<file path="config.mk">
export PLATFORM = sky130hd
export DESIGN_NAME = bus_adapter_flat
export DESIGN_NICKNAME = d
export VERILOG_FILES = /design/src/rtl/sram_pkg.sv /design/src/rtl/sram_bus_if.sv /design/src/rtl/bus_adapter.sv /design/src/flat_wrapper.sv
export SDC_FILE = /design/constraint.sdc
export NUM_CORES = 1
export LEC_CHECK = 0
export BUFFER_PORTS_ARGS = -buffer_cell sky130_fd_sc_hd__buf_2
export CAP_MARGIN = 20
export CORE_UTILIZATION = 45
export CTS_CLUSTER_DIAMETER = 150
export CTS_CLUSTER_SIZE = 16
export DETAILED_ROUTE_END_ITERATION = 10
export MAX_ROUTING_LAYER = met4
export PLACE_DENSITY = 0.74
export SETUP_SLACK_MARGIN = 0.3
export SLEW_MARGIN = 0
export SYNTH_ARGS = -nofsm -noshare
export SYNTH_HDL_FRONTEND = slang
export SYNTH_SLANG_ARGS = --single-unit
</file>
<file path="constraint.sdc">
create_clock -name clock -period 4.7 [get_ports clock]
set_clock_uncertainty 0.2 [all_clocks]
set_input_delay 0.235 -clock clock [delete_from_list [all_inputs] [get_ports clock]]
set_output_delay 0.235 -clock clock [all_outputs]
set_load 0.01 [all_outputs]
</file>
<file path="src/rtl/sram_pkg.sv">
package sram_pkg;

    // byte address width on both sides of the adapter
    localparam int addr_width = 26;

    // data on the 32-bit slave side
    typedef logic [31:0] word_t;
    typedef logic [3:0]  byte_en_t;

    // data on the half-word SRAM side
    typedef logic [15:0] half_t;
    typedef logic [1:0]  half_en_t;

    typedef logic [addr_width-1:0] addr_t;

endpackage

</file>
<file path="src/rtl/sram_bus_if.sv">
interface sram_bus_if import sram_pkg::*; ();

    // command, driven by the adapter
    addr_t    address;
    logic     read;
    logic     write;
    half_en_t byteenable;
    half_t    writedata;

    // response, driven by the controller
    half_t    readdata;
    logic     readdatavalid;
    logic     waitrequest;

    modport master (
        output address, read, write, byteenable, writedata,
        input  readdata, readdatavalid, waitrequest
    );

    modport slave (
        input  address, read, write, byteenable, writedata,
        output readdata, readdatavalid, waitrequest
    );

endinterface

</file>
<file path="src/rtl/bus_adapter.sv">
module bus_adapter import sram_pkg::*; (
    input  logic     clock,
    input  logic     reset,
    input  addr_t    slave_address,
    input  logic     slave_read,
    input  logic     slave_write,
    input  byte_en_t slave_byteenable,
    input  word_t    slave_writedata,
    output word_t    slave_readdata,
    output logic     slave_readdatavalid,
    output logic     slave_waitrequest,
    sram_bus_if.master bus
);

    typedef enum logic [1:0] {
        cmd_idle,
        cmd_first,
        cmd_second
    } cmd_state_t;

    typedef enum logic {
        rx_empty,
        rx_half
    } rx_state_t;

    cmd_state_t cmd_state;
    rx_state_t  rx_state;

    // latched slave command
    addr_t    cmd_addr;
    word_t    cmd_data;
    byte_en_t cmd_be;
    logic     cmd_read;

    half_t first_half;

    logic take_cmd;
    logic issue_ok;
    logic issue_hi;
    logic issue_lo;

    // held while the controller stalls the current half
    assign issue_ok = !((bus.read || bus.write) && bus.waitrequest);

    assign take_cmd = (cmd_state == cmd_idle) && (slave_read || slave_write);
    assign issue_hi = (cmd_state == cmd_first) && issue_ok;
    assign issue_lo = (cmd_state == cmd_second) && issue_ok;

    assign slave_waitrequest = (cmd_state != cmd_idle);

    always_ff @(posedge clock or negedge reset) begin
        if (!reset) begin
            cmd_state <= cmd_idle;
            bus.read  <= 1'b0;
            bus.write <= 1'b0;
        end else begin
            case (cmd_state)
                cmd_idle: begin
                    if (take_cmd) begin
                        cmd_state <= cmd_first;
                    end
                end
                cmd_first: begin
                    if (issue_hi) begin
                        cmd_state <= cmd_second;
                    end
                end
                cmd_second: begin
                    if (issue_lo) begin
                        cmd_state <= cmd_idle;
                    end
                end
                default: cmd_state <= cmd_idle;
            endcase

            if (issue_hi || issue_lo) begin
                bus.read  <= cmd_read;
                bus.write <= !cmd_read;
            end else if (!bus.waitrequest) begin
                // last half taken, bus goes quiet
                bus.read  <= 1'b0;
                bus.write <= 1'b0;
            end
        end
    end

    always_ff @(posedge clock) begin
        if (take_cmd) begin
            cmd_addr <= {slave_address[addr_width-1:2], 2'b00};
            cmd_data <= slave_writedata;
            cmd_be   <= slave_byteenable;
            cmd_read <= slave_read;
        end

        // upper half at the word address, lower half two bytes on
        if (issue_hi) begin
            bus.address    <= cmd_addr;
            bus.byteenable <= cmd_be[3:2];
            bus.writedata  <= cmd_data[31:16];
        end else if (issue_lo) begin
            bus.address    <= cmd_addr + addr_t'(2);
            bus.byteenable <= cmd_be[1:0];
            bus.writedata  <= cmd_data[15:0];
        end
    end

    // halves come back in issue order, first one is the upper half
    always_ff @(posedge clock or negedge reset) begin
        if (!reset) begin
            rx_state <= rx_empty;
        end else if (bus.readdatavalid) begin
            rx_state <= (rx_state == rx_empty) ? rx_half : rx_empty;
        end
    end

    always_ff @(posedge clock) begin
        if (bus.readdatavalid && (rx_state == rx_empty)) begin
            first_half <= bus.readdata;
        end
    end

    assign slave_readdata      = {first_half, bus.readdata};
    assign slave_readdatavalid = bus.readdatavalid && (rx_state == rx_half);

    a_no_read_write: assert property (
        @(posedge clock) disable iff (!reset)
        !(bus.read && bus.write)
    );

    // every word needs two half returns
    a_valid_single: assert property (
        @(posedge clock) disable iff (!reset)
        slave_readdatavalid |=> !slave_readdatavalid
    );

endmodule

</file>
<file path="src/flat_wrapper.sv">
// flat-port wrapper written by rule: the top's interface ports become plain ports
module bus_adapter_flat import sram_pkg::*;
  (clock, reset, slave_address, slave_read, slave_write, slave_byteenable, slave_writedata, slave_readdata, slave_readdatavalid, slave_waitrequest, bus_address, bus_read, bus_write, bus_byteenable, bus_writedata, bus_readdata, bus_readdatavalid, bus_waitrequest);
  sram_bus_if bus_i ();
  input  logic clock;
  input  logic reset;
  input  addr_t slave_address;
  input  logic slave_read;
  input  logic slave_write;
  input  byte_en_t slave_byteenable;
  input  word_t slave_writedata;
  output word_t slave_readdata;
  output logic slave_readdatavalid;
  output logic slave_waitrequest;
  output wire logic [$bits(bus_i.address)-1:0] bus_address;
  output wire logic [$bits(bus_i.read)-1:0] bus_read;
  output wire logic [$bits(bus_i.write)-1:0] bus_write;
  output wire logic [$bits(bus_i.byteenable)-1:0] bus_byteenable;
  output wire logic [$bits(bus_i.writedata)-1:0] bus_writedata;
  input wire logic [$bits(bus_i.readdata)-1:0] bus_readdata;
  input wire logic [$bits(bus_i.readdatavalid)-1:0] bus_readdatavalid;
  input wire logic [$bits(bus_i.waitrequest)-1:0] bus_waitrequest;
  assign bus_address = bus_i.address;
  assign bus_read = bus_i.read;
  assign bus_write = bus_i.write;
  assign bus_byteenable = bus_i.byteenable;
  assign bus_writedata = bus_i.writedata;
  assign bus_i.readdata = bus_readdata;
  assign bus_i.readdatavalid = bus_readdatavalid;
  assign bus_i.waitrequest = bus_waitrequest;
  bus_adapter u_core (.clock(clock), .reset(reset), .slave_address(slave_address), .slave_read(slave_read), .slave_write(slave_write), .slave_byteenable(slave_byteenable), .slave_writedata(slave_writedata), .slave_readdata(slave_readdata), .slave_readdatavalid(slave_readdatavalid), .slave_waitrequest(slave_waitrequest), .bus(bus_i));
endmodule
</file>
# == Word level (Yosys, flattened, before mapping) ==
# Index checks and enable logic that the tools add are counted.
# classes
n_addsub,1
multipliers,0
div_mod_pow,0
magnitude_cmp,0
eq_ne,6
shift,0
mux,14
bitwise_logic,1
reduce_logical,15
# ops
operator,count
26-bit 2-to-1 mux,2
16-bit 2-to-1 mux,2
"26-bit by 2-bit adder with 26-bit output, second input constant",1
2-bit 2-to-1 mux,5
"2-bit by 1-bit != test with 1-bit output, second input constant",4
1-bit logical AND,6
2-bit case mux with 3 select lines,1
1-bit 2-to-1 mux,4
2-bit nonzero test,2
1-bit logical OR,3
3-bit AND reduction,1
"2-bit by 1-bit equality test with 1-bit output, second input constant",1
"2-bit equality test, second input constant",1
1-bit logical NOT,2
2-bit logical NOT,1
1-bit inverter,1
# totals
regBits,126
latchBits,0
ramBits,0
mem_bits_ro,0
in_bits,84
out_inout_bits,80
word_cells,50
n_memories,0

# == Depth between registers and ports, before layout ==
# Gate-level depths: netlist of the first run.
# logic_depth
depth_word,6
ltp_mapped,4
ltp_nobuf,3

# == Worst setup path before layout of the first run ==
# No wires, ideal clock.
# synth_path
kind,reg-to-reg
startpoint,register u_core.cmd_state[0]
endpoint,"register u_core.cmd_addr[10], enable pin"
setup_time_ps,482
arrival_time_ps,3330
t_required_ps,4018
slack_ps,688
path_stages_with_launch,3
path_buffers,0
period_less_slack_ps,4012
cell_sequence,dfrtp_1 > or2_2 > nor2_1
# synth_between
elab_chain_len,2
# synth_rtl
item,line,rtl
start: declaration,bus_adapter.sv:26,cmd_state_t cmd_state;
start signal: assignment,bus_adapter.sv:53,cmd_state <= cmd_idle;
start signal: assignment,bus_adapter.sv:60,cmd_state <= cmd_first;
start signal: assignment,bus_adapter.sv:65,cmd_state <= cmd_second;
2-bit logical NOT,bus_adapter.sv:45,assign take_cmd = (cmd_state == cmd_idle) && (slave_read || slave_write);
1-bit logical AND,bus_adapter.sv:45,
via u_core.take_cmd,bus_adapter.sv:37,logic take_cmd;
end signal: assignment,bus_adapter.sv:89,"cmd_addr <= {slave_address[addr_width-1:2], 2'b00};"
end: declaration,bus_adapter.sv:30,addr_t cmd_addr;
# The timed path passes the listed nets, and every way through them passes these cells.
# A chain may end at the register's enable or synchronous reset.

# == Worst setup path in the final report of the first run ==
# layout_path
startpoint,register u_core.cmd_state[0]
endpoint,"register u_core.cmd_addr[3], enable pin"
# The elaborated chain is that of the path after synthesis.

==> results.ini, run 1 <==
[die]
core_area_um2=9240
die_x_um=99.5
initial_utilization=0.463
placementRows=35
boundaryPins=164
die-area_um2=9900
die_y_um=99.5

[sta]
hold_ws_ns=0.217
slew_headroom=0.445
rsz0062_at_grt=false
fmaxAchievable_mhz=401
period_needed_ns=2.49
slew_violations=0
setup_violations=0
hold_violations=0
setup-tns-final_ns=0
worstMarginPinSlew_ns=0.830
post-route-period-util=0.531

[flow_run]
max_cap_viol_count=0

[clock_tree]
clk_pin_slew_ns=0.05
clkLatencyLatePin_ns=0.50
cts_htree_levels=4
clock_path_buffers=2
cts_made_buffers=17
cts-root-buf=clkbuf_8
cts_tree=done
ctsResizeCount=0
cts_sinks=125

[worst_setup_path]
worstReg2RegEnd=u_core.cmd_addr[3]$_DFFE_PP_
worstPathArrival_ns=2.45
critical_path_class=register to register
required_ns=4.65
startpoint_type=register
worstReg2RegStart=u_core.cmd_state[0]$_DFFE_PN0P_
rrSetupSlack_ns=2.21
crit_fanout=32
crit_path_end_kind=register
ff2ff_path_depth=3

[placed_design]
io_buffer_count=160
place.gp.congestion=0.750
place_hpwl_mm=4.72

[synth]
syn-instance-count=182
synthesis.nets=266
yosysWarnings=0
syn_area_um2=4280
synthDistinctLibCells=22
ys_seq_area_frac=0.872
avgSynthCellArea_um2=23.5
ys_ff_latch=125

[run_status]
status=completed

[final_layout]
diodes=0
layout-drive-gt1-share=0.491
nFillCells=584
nNetsFinal=511
area_growth_pct=53.6
multi_input_area_um2=410
seq_area_um2=3730

[global_routing]
overflow=0
grt_pass1_wl_mm=13.2
grt_max_degree=33
antenna_found_initial=0
grt_usage=0.196
grt_pass1_vias=2596

[worst_hold_path]
min_path_type=register to register
min_path_cells=0
worst_hold_path.endpoint=u_core.bus.address[22]$_DFFE_PP_
min_from=u_core.cmd_addr[22]$_DFFE_PP_

[routing]
wl_mm=8.74
drt-pass1-iter-count=4
first_iter_violations=75
wl_per_cell_um=15.4
viasPerCell=4.32
vias=2460
drc_errors=0
ant_nets=0

[power]
ir_drop_mv=0.320
p_leak_nw=2.70
p_per_area_nw_per_um2=642

[placed cells by master (no fill, tap or decap), types with 3 or more instances in the layout]
cell type / n
clkinv_4: 3
clkinvlp_4: 3
edfxtp_1: 120
clkbuf_16: 16
dlygate4sd3_1: 82
bufinv_16: 4
dfrtp_1: 5
buf_2: 160
mux2_4: 18
[final cells by class]
type                            instances  share of cell area
Clock buffer                           19              0.0642
Tap cell                              129              0.0246
Multi-Input combinational cell         37              0.0624
Clock inverter                         13              0.0289
Sequential cell                       125               0.567
Timing Repair Buffer                  245               0.252
Inverter                                1            0.000571
[synth_stat cells]
| master | instances | area [um2] |
|---|---|---|
| nor3_1 | 1 | 5.00 |
| and2_1 | 1 | 6.26 |
| dfrtp_1 | 5 | 125 |
| edfxtp_1 | 120 | 3600 |
| conb_1 | 1 | 3.75 |
| nand3b_2 | 1 | 11.3 |
| xor2_1 | 1 | 8.76 |
| a21oi_1 | 1 | 5.00 |
| nor2_1 | 3 | 11.3 |
| mux2_4 | 18 | 270 |
| a22o_1 | 1 | 8.76 |
| nand2b_1 | 1 | 6.26 |
| buf_4 | 17 | 128 |
| o21ai_0 | 1 | 5.00 |
| buf_6 | 2 | 22.5 |
| o21ai_2 | 1 | 8.76 |
| a211oi_1 | 2 | 15.0 |
| or2_2 | 1 | 6.26 |
| inv_1 | 1 | 3.75 |
| a21o_2 | 1 | 8.76 |
| nor2b_1 | 1 | 6.26 |
| xnor2_1 | 1 | 8.76 |
[critical path, stage by stage, from the launching register on]
cell and delay (ns):
dfrtp_1 0.44, or2_2 0.34, nor2_4 0.66, buf_4 0.47
[per-stage QoR]
| stage | instance area [um2] | instances | setup slack [ns] | utilization | power [mW] |
|---|---|---|---|---|---|
| after CTS | 6570 | 569 | 2.16 | 0.711 | 4.24 |
| after floorplan | 4280 | 182 | 0.688 | - | 2.48 |
| final | 6570 | 569 | 2.21 | 0.711 | 4.22 |
| after global routing | 6570 | 569 | 1.99 | 0.711 | 4.41 |
| after detailed placement | 5140 | 455 | 2.18 | 0.556 | 2.86 |
| after global placement | 5110 | 453 | 2.26 | 0.553 | 2.79 |
[cells by family (layout without fill, tap and decap cells)]
logic type | after synthesis | after routing | synth area share
muxes | 18 | 18 | 0.0632
and+or+nand+nor | 9 | 9 | 0.0123
DFF | 125 | 125 | 0.872
other | 1 | 1 | 0.000877
xor gates and xnor gates | 2 | 2 | 0.00410
buffers and inverters | 20 | 278 | 0.0360
AOI/OAI and AO/OA | 7 | 7 | 0.0120
[registers in the layout, indices dropped and copies added, names as in the netlist, 2 cells and up]
register	count
u_core.cmd_data	32
u_core.bus.address	25
u_core.cmd_addr	24
u_core.bus.writedata	16
u_core.first_half	16
u_core.cmd_be	4
u_core.bus.byteenable	2
u_core.cmd_state	2
[per-layer routing]
layer / routed length [um] / track usage
met4: 189 / 0.109
met5: 0 / -
met3: 343 / 0.0548
met1: 3200 / 0.196
met2: 5000 / 0.346
[how the worst max path moves through the flow]
stage                                          to                             from  cells past startpoint
finish               u_core.cmd_addr[3]$_DFFE_PP_  u_core.cmd_state[0]$_DFFE_PN0P_                      3
global route        u_core.cmd_addr[12]$_DFFE_PP_  u_core.cmd_state[0]$_DFFE_PN0P_                      3
CTS                 u_core.cmd_addr[22]$_DFFE_PP_  u_core.cmd_state[0]$_DFFE_PN0P_                      3
detailed placement   u_core.cmd_addr[2]$_DFFE_PP_  u_core.cmd_state[0]$_DFFE_PN0P_                      3
global placement    u_core.cmd_addr[13]$_DFFE_PP_  u_core.cmd_state[0]$_DFFE_PN0P_                      3
floorplan           u_core.cmd_addr[10]$_DFFE_PP_  u_core.cmd_state[0]$_DFFE_PN0P_                      2
[where the power goes]
| group | total, mW | internal [mW] | switching [mW] |
|---|---|---|---|
| clock network | 1.33 | 0.865 | 0.468 |
| registers | 1.90 | 1.78 | 0.115 |
| logic | 0.989 | 0.430 | 0.559 |
[repair_timing]
action / 4_1_cts / 5_1_grt
buffers inserted: 0 / 0
hold buffers: 82 / 0
hold endpoints to repair: 89 / 0
Note: power is estimated with default switching activity, not from simulation.
==> run 2, diff against run 1 <==
clock period = 2.55 ns   (was 4.7 ns; I/O delays follow)
==> run 2 against run 1 <==
Against the previous run:
- global-route usage decreased by 0.82 points
- final area decreased by 0.30%
- clock power up 69%
- worst setup slack lost 1.5 ns
- flip-flop and latch count unchanged
- core utilization fell by 0.22 points
- sequential power increased by 84%
- combinational power rose by 89%
- critical path type unchanged
==> results.ini, run 2 (synthesis gave the netlist of run 1 again) <==
[run_status]
status=completed

[routing]
drc_errors=0  ; unchanged
wl_mm=8.42  ; -3.6%
vias=2511  ; +2.1%
ant_nets=0  ; unchanged
wl_per_cell_um=14.7  ; -4.0%
drt-pass1-iter-count=4  ; unchanged
first_iter_violations=87  ; +16%
viasPerCell=4.40  ; +1.7%

[worst_setup_path]
critical_path_class=register to register
required_ns=2.59  ; -2.06 ns
crit_path_end_kind=register
cp_slowest_cell=dfrtp_1
crit_path_max_incr_delay_ns=0.41  ; -0.25 ns
worstPathArrival_ns=1.92  ; -0.53 ns
crit_family=flip-flops
crit_fanout=16  ; -50%
startpoint_type=register
path_cells=o21ai_2 > nand3b_2 > buf_12 > mux2_4
cp_num_buf_inv=1  ; unchanged

[sta]
rsz0062_at_grt=false
fmaxAchievable_mhz=534  ; +33%
hold_violations=0  ; unchanged
setup-tns-final_ns=0  ; unchanged
post-route-period-util=0.735  ; +0.204
slew_violations=0  ; unchanged
period_needed_ns=1.87  ; -0.620 ns
setup_violations=0  ; unchanged

[die]
die_x_um=99.5  ; unchanged
boundaryPins=164  ; unchanged
core_area_um2=9240  ; unchanged
die_y_um=99.5  ; unchanged
placementRows=35  ; unchanged
initial_utilization=0.463  ; unchanged
die-area_um2=9900  ; unchanged

[clock_tree]
cts_sinks=125  ; unchanged
cts_htree_levels=4  ; unchanged
post_cts_buffers=0  ; unchanged
clk_pin_slew_ns=0.06  ; about the same
cts-root-buf=clkbuf_8
cts_tree=done
cts_made_buffers=17  ; unchanged
clkLatencyLatePin_ns=0.49  ; about the same
clock_path_buffers=2  ; unchanged

[final_layout]
area_growth_pct=53.2
reg_top3=u_core.cmd_data (32), u_core.bus.address (25), u_core.cmd_addr (24)
final_common_cell=buf_2
nNetsFinal=513  ; +0.39%
largest_reg_flops=32  ; unchanged
layout-drive-gt1-share=0.493  ; +0.00230
regMostFlops=u_core.cmd_data
layout_common_cells=buf_2, edfxtp_1, dlygate4sd3_1
diodes=0  ; unchanged

[flow_run]
max_cap_viol_count=0  ; unchanged

[global_routing]
grt_pass1_vias=2705  ; +4.2%
grt_usage=0.188  ; -0.00817
antenna_found_initial=0  ; unchanged
overflow=0  ; unchanged
grt_pass1_wl_mm=13.0  ; -1.7%
grt_max_degree=44  ; +33%

[power]
p_leak_nw=2.70  ; -0.13%
ir_drop_mv=0.676  ; +110%
power_mw=7.61  ; +80%
p_per_area_nw_per_um2=1160  ; +81%

[placed_design]
place.gp.congestion=0.747  ; -0.39%
io_buffer_count=160  ; unchanged
place_hpwl_mm=4.57  ; -3.3%

[worst_hold_path]
min_path_type=input port to register

[run 2: cell types whose count changed in the layout (fill, tap and decap cells not counted), sizes merged]
cell    change
buf         +2
bufinv      -2
clkbuf      -1
clkinv      +2
inv         +1
[run 2: where the power goes]
group	internal [mW]	leakage, nW	switching [mW]
logic	0.823	1.23	1.05
clock network	1.39	0.267	0.859
registers	3.28	1.20	0.211
total	5.49	2.70	2.12
[run 2: worst paths after layout]
check                                             start                           endpoint  slack [ns]  depth (start not counted)
max                        u_core.bus.write$_DFFE_PN0P_  u_core.bus.writedata[8]$_DFFE_PP_        0.68                          4
min reg2reg                u_core.cmd_addr[4]$_DFFE_PP_    u_core.bus.address[4]$_DFFE_PP_        0.21                          0
min                                 slave_writedata[11]      u_core.cmd_data[11]$_DFFE_PP_        0.14                          2
min in group asynchronous                         reset        u_core.bus.read$_DFFE_PN0P_        0.36                          3
max in group asynchronous                         reset    u_core.cmd_state[1]$_DFFE_PN0P_        1.59                          3
max reg2reg                u_core.bus.write$_DFFE_PN0P_  u_core.bus.writedata[8]$_DFFE_PP_        0.68                          4
[run 2: cell type report]
type | count | area, um2
clock buffer | 18 | 418
timing repair buffer | 247 | 1680
tap | 129 | 161
inverter | 1 | 3.75
clock inverter | 14 | 144
fill | 580 | 2690
multi-input combinational | 37 | 413
sequential | 125 | 3730
[run 2: metal layers]
metal / part of all wire / global-route usage
met1: 0.36 / 0.180
met2: 0.55 / 0.336
met3: 0.052 / 0.0506
met4: 0.029 / 0.115
met5: 0 / -
[run 2: repair_timing]
action | in CTS | in global routing
endpoints found under the hold margin | 87 | 0
gates resized for setup | 0 | 0
hold buffers | 82 | 0
[run 2: metrics by stage]
step | area [um2] | util | instances | hold slack (ns) | worst slack, ns
CTS | 6550 | 0.709 | 571 | 0.114 | 0.661
floorplan | 4300 | - | 182 | -0.368 | 0.343
global route | 6550 | 0.709 | 571 | 0.118 | 0.608
finish | 6550 | 0.709 | 571 | 0.144 | 0.676
global placement | 5170 | 0.560 | 457 | -0.251 | 0.704
detailed placement | 5170 | 0.560 | 457 | -0.249 | 0.674
==> run 3, diff against run 2 <==
ABC_AREA = 1   (was unset)
CORE_UTILIZATION = 43   (was 45)
clock period = 1.5 ns   (was 2.55 ns; I/O delays follow)
==> run 3 against run 2 <==
Against the previous run:
- count of clock-buffer cells in the layout rose by 1
- core utilization rose by 3.3 points
- highest routed layer unchanged
- via count rose by 15%
- largest cell class unchanged
- the run now ends with setup timing left
- power rose by 93%
- area after synthesis fell by 0.20%
- critical path depth rose by 1
- worst hold slack got worse by 0.077 ns
- final area rose by 9.7%
- global-route usage rose by 1.3 points
- cell count rose by 14%
==> results.ini, run 3 <==
[run_status]
status=finished with violations
violations=setup timing

[final_layout]
nFillCells=545  ; -6.0%
layout-drive-gt1-share=0.482  ; -0.0116
design_area_um2=7190  ; +9.7%
area_growth_pct=68.4
layout_common_cells=buf_2, edfxtp_1, dlygate4sd3_1
multi_input_area_um2=418  ; +1.2%
largest_reg_flops=32  ; unchanged
instances_no_fill=651  ; +14%
regMostFlops=u_core.cmd_data
nNetsFinal=588  ; +15%
final_common_cell=buf_2
reg_top3=u_core.cmd_data (32), u_core.bus.address (25), u_core.cmd_addr (24)
seq_area_um2=3730  ; unchanged

[worst_setup_path]
worstReg2RegEnd=u_core.bus.address[25]$_DFFE_PP_
crit_path_end_kind=register
crit_fanout=8  ; -8
required_ns=1.53  ; -1.06 ns
worstSetupEndpoint=u_core.bus.address[25]$_DFFE_PP_
worstReg2RegStart=u_core.cmd_state[1]$_DFFE_PN0P_
critPathLaunch=u_core.cmd_state[1]$_DFFE_PN0P_
ff2ff_path_depth=5  ; +1
rrSetupSlack_ns=-0.06  ; -0.74 ns
startpoint_type=register
worstPathArrival_ns=1.59  ; -0.33 ns
critical_path_class=register to register

[die]
placementRows=36  ; +2.9%
die_x_um=102  ; +2.2%
die_y_um=102  ; +2.2%
core_area_um2=9680  ; +4.8%
initial_utilization=0.441  ; -0.0221
die-area_um2=10300  ; +4.3%
boundaryPins=164  ; unchanged

[routing]
drc_errors=0  ; unchanged
wl_mm=10.3  ; +23%
ant_nets=0  ; unchanged
viasPerCell=4.45  ; +1.2%
drt-pass1-iter-count=4  ; unchanged
wl_per_cell_um=15.9  ; +7.5%
first_iter_violations=89  ; +2.3%
vias=2897  ; +15%

[synth]
syn_area_um2=4270  ; -0.20%
yosys.area.top_type=edfxtp_1
yosysWarnings=0  ; unchanged
ys_top_cells_by_area=edfxtp_1, nand2_1, buf_4, dfrtp_1, buf_6
synthTopCellsByCount=edfxtp_1, nand2_1, buf_4
avgSynthCellArea_um2=18.6  ; -21%
synthDistinctLibCells=19  ; -14%
async_flop_share=0.0400  ; unchanged
syn-instance-count=229  ; +26%
synth-edff-count=120  ; unchanged
synth_top_area_frac=0.844  ; +0.00173
yosysMostFrequentCell=edfxtp_1
ys_ff_latch=125  ; unchanged
synthesis.nets=313  ; +18%
ys_seq_area_frac=0.873  ; +0.00179
synth_ff_type=edfxtp_1

[power]
power.share.sequential=0.401  ; -0.058
p_per_area_nw_per_um2=2040  ; +76%
power_mw=14.7  ; +93%
combPwrFrac=0.315  ; +0.069
ir_drop_mv=1.18  ; +74%
internal-power_mw=10.6  ; +92%
p_sw_mw=4.14  ; +96%
p_sw_frac=0.281  ; +0.00336
p_leak_nw=3.03  ; +12%
clkPwrFrac=0.284  ; -0.012

[sta]
post-route-period-util=1.04  ; +0.306
period_needed_ns=1.56  ; -0.312 ns
rsz0062_at_grt=true
fmaxAchievable_mhz=640  ; +20%
fin_ws_ns=-0.0613  ; -0.738 ns
hold_violations=0  ; unchanged
setup_violations=77  ; +77
slew_violations=0  ; unchanged

[clock_tree]
cts_htree_levels=4  ; unchanged
cts_made_buffers=17  ; unchanged
clk_pin_slew_ns=0.06  ; about the same
clock_path_buffers=2  ; unchanged
cts_sinks=125  ; unchanged
cts_tree=done
clkLatencyLatePin_ns=0.51  ; +0.02 ns
cts-root-buf=clkbuf_8

[placed_design]
io_buffer_count=160  ; unchanged
dp.cells=514  ; +12%
placed_area_um2=5280  ; +2.1%
place.gp.congestion=0.707  ; -5.4%
place_hpwl_mm=5.08  ; +11%

[worst_hold_path]
min_path_type=input port to register

[flow_run]
max_cap_viol_count=0  ; unchanged

[global_routing]
grtUsageMet3=0.0663  ; +0.0157
grt_util_met2=0.355  ; +0.0190
grt_usage=0.201  ; +0.0131
grt_max_degree=33  ; -25%
busiest_layer=met2
antenna_found_initial=0  ; unchanged
grt_pass1_vias=2852  ; +5.4%
grt_pass1_wl_mm=13.9  ; +7.0%
grt_use_met1=0.194  ; +0.0135
overflow=0  ; unchanged

## run 3: changes by cell type after synthesis, sizes merged, moves of 2 or more
| cell | before | now |
|---|---|---|
| a211oi | 2 | 0 |
| inv | 1 | 5 |
| mux2 | 18 | 0 |
| nand2 | 0 | 65 |
| nand3 | 0 | 3 |
| nor2 | 3 | 5 |
## run 3: layout make-up
cell class                      instances  share of cell area
Timing Repair Buffer                  276               0.312
Tap cell                              133              0.0231
Clock buffer                           19              0.0586
Antenna cell                            1            0.000348
Sequential cell                       125               0.519
Inverter                                5             0.00261
Clock inverter                         13              0.0263
Multi-Input combinational cell         79              0.0581
## run 3: how the worst min path moves through the flow
| stage | from | depth (start not counted) | slack (ns) | to |
|---|---|---|---|---|
| floorplan | reset | 0 | -0.42 | u_core.bus.read$_DFFE_PN0P_ |
| global placement | reset | 1 | -0.29 | u_core.bus.read$_DFFE_PN0P_ |
| detailed placement | reset | 1 | -0.29 | u_core.bus.write$_DFFE_PN0P_ |
| CTS | slave_writedata[21] | 2 | 0.04 | u_core.cmd_data[21]$_DFFE_PP_ |
| global route | slave_writedata[19] | 2 | 0.05 | u_core.cmd_data[19]$_DFFE_PP_ |
| finish | slave_byteenable[1] | 2 | 0.07 | u_core.cmd_be[1]$_DFFE_PP_ |
## run 3: what timing repair did
action,in CTS,in global routing
setup buffers,8,5
endpoints found under the hold margin,110,0
gates resized for setup,15,21
pin swaps,3,4
hold buffers,82,0
gates cloned,1,8
setup endpoints to repair,189,206
## run 3: cell families (layout without fill, tap and decap cells)
kind of cell,after synthesis,in the layout,share of synthesized area
flops,125,125,0.873
simple gates,73,73,0.0747
buf+inv,25,313,0.0443
compound gates,4,4,0.00469
other cells,1,2,0.000878
xor+xnor,1,1,0.00205
## run 3: power groups by stage
stage,clock network (mW),registers [mW],logic [mW]
after detailed placement,0,5.88,3.06
after floorplan,0,6.25,1.31
final,4.18,5.89,4.63
after global placement,0,5.83,2.98
after CTS,4.22,5.82,3.73
after global routing,4.40,5.99,4.95
## run 3: critical path, stage by stage, from the launching register on
cell	delay [ns]
dfrtp_1	0.41
inv_2	0.11
nand2_4	0.07
a21oi_4	0.18
buf_6	0.15
clkbuf_16	0.15
## run 3: per-stage QoR
| step | setup TNS [ns] | setup WS [ns] | hold WS [ns] | util |
|---|---|---|---|---|
| 6_report | -2.13 | -0.0613 | 0.0669 | 0.743 |
| 5_1_grt | -7.19 | -0.110 | 0.0471 | 0.742 |
| 4_1_cts | -0.871 | -0.0301 | 0.0435 | 0.709 |
| 3_5_place_dp | -0.753 | -0.0484 | -0.292 | 0.545 |
| 3_3_place_gp | 0 | 0.0000620 | -0.291 | 0.545 |
| 2_1_floorplan | -57.60 | -0.602 | -0.421 | - |
## run 3: routing by layer
metal	wire length (um)	vias to the layer above
met5	0	-
met4	196	0
met3	481	18
met2	5810	121
met1	3840	1395
li1	-	1363
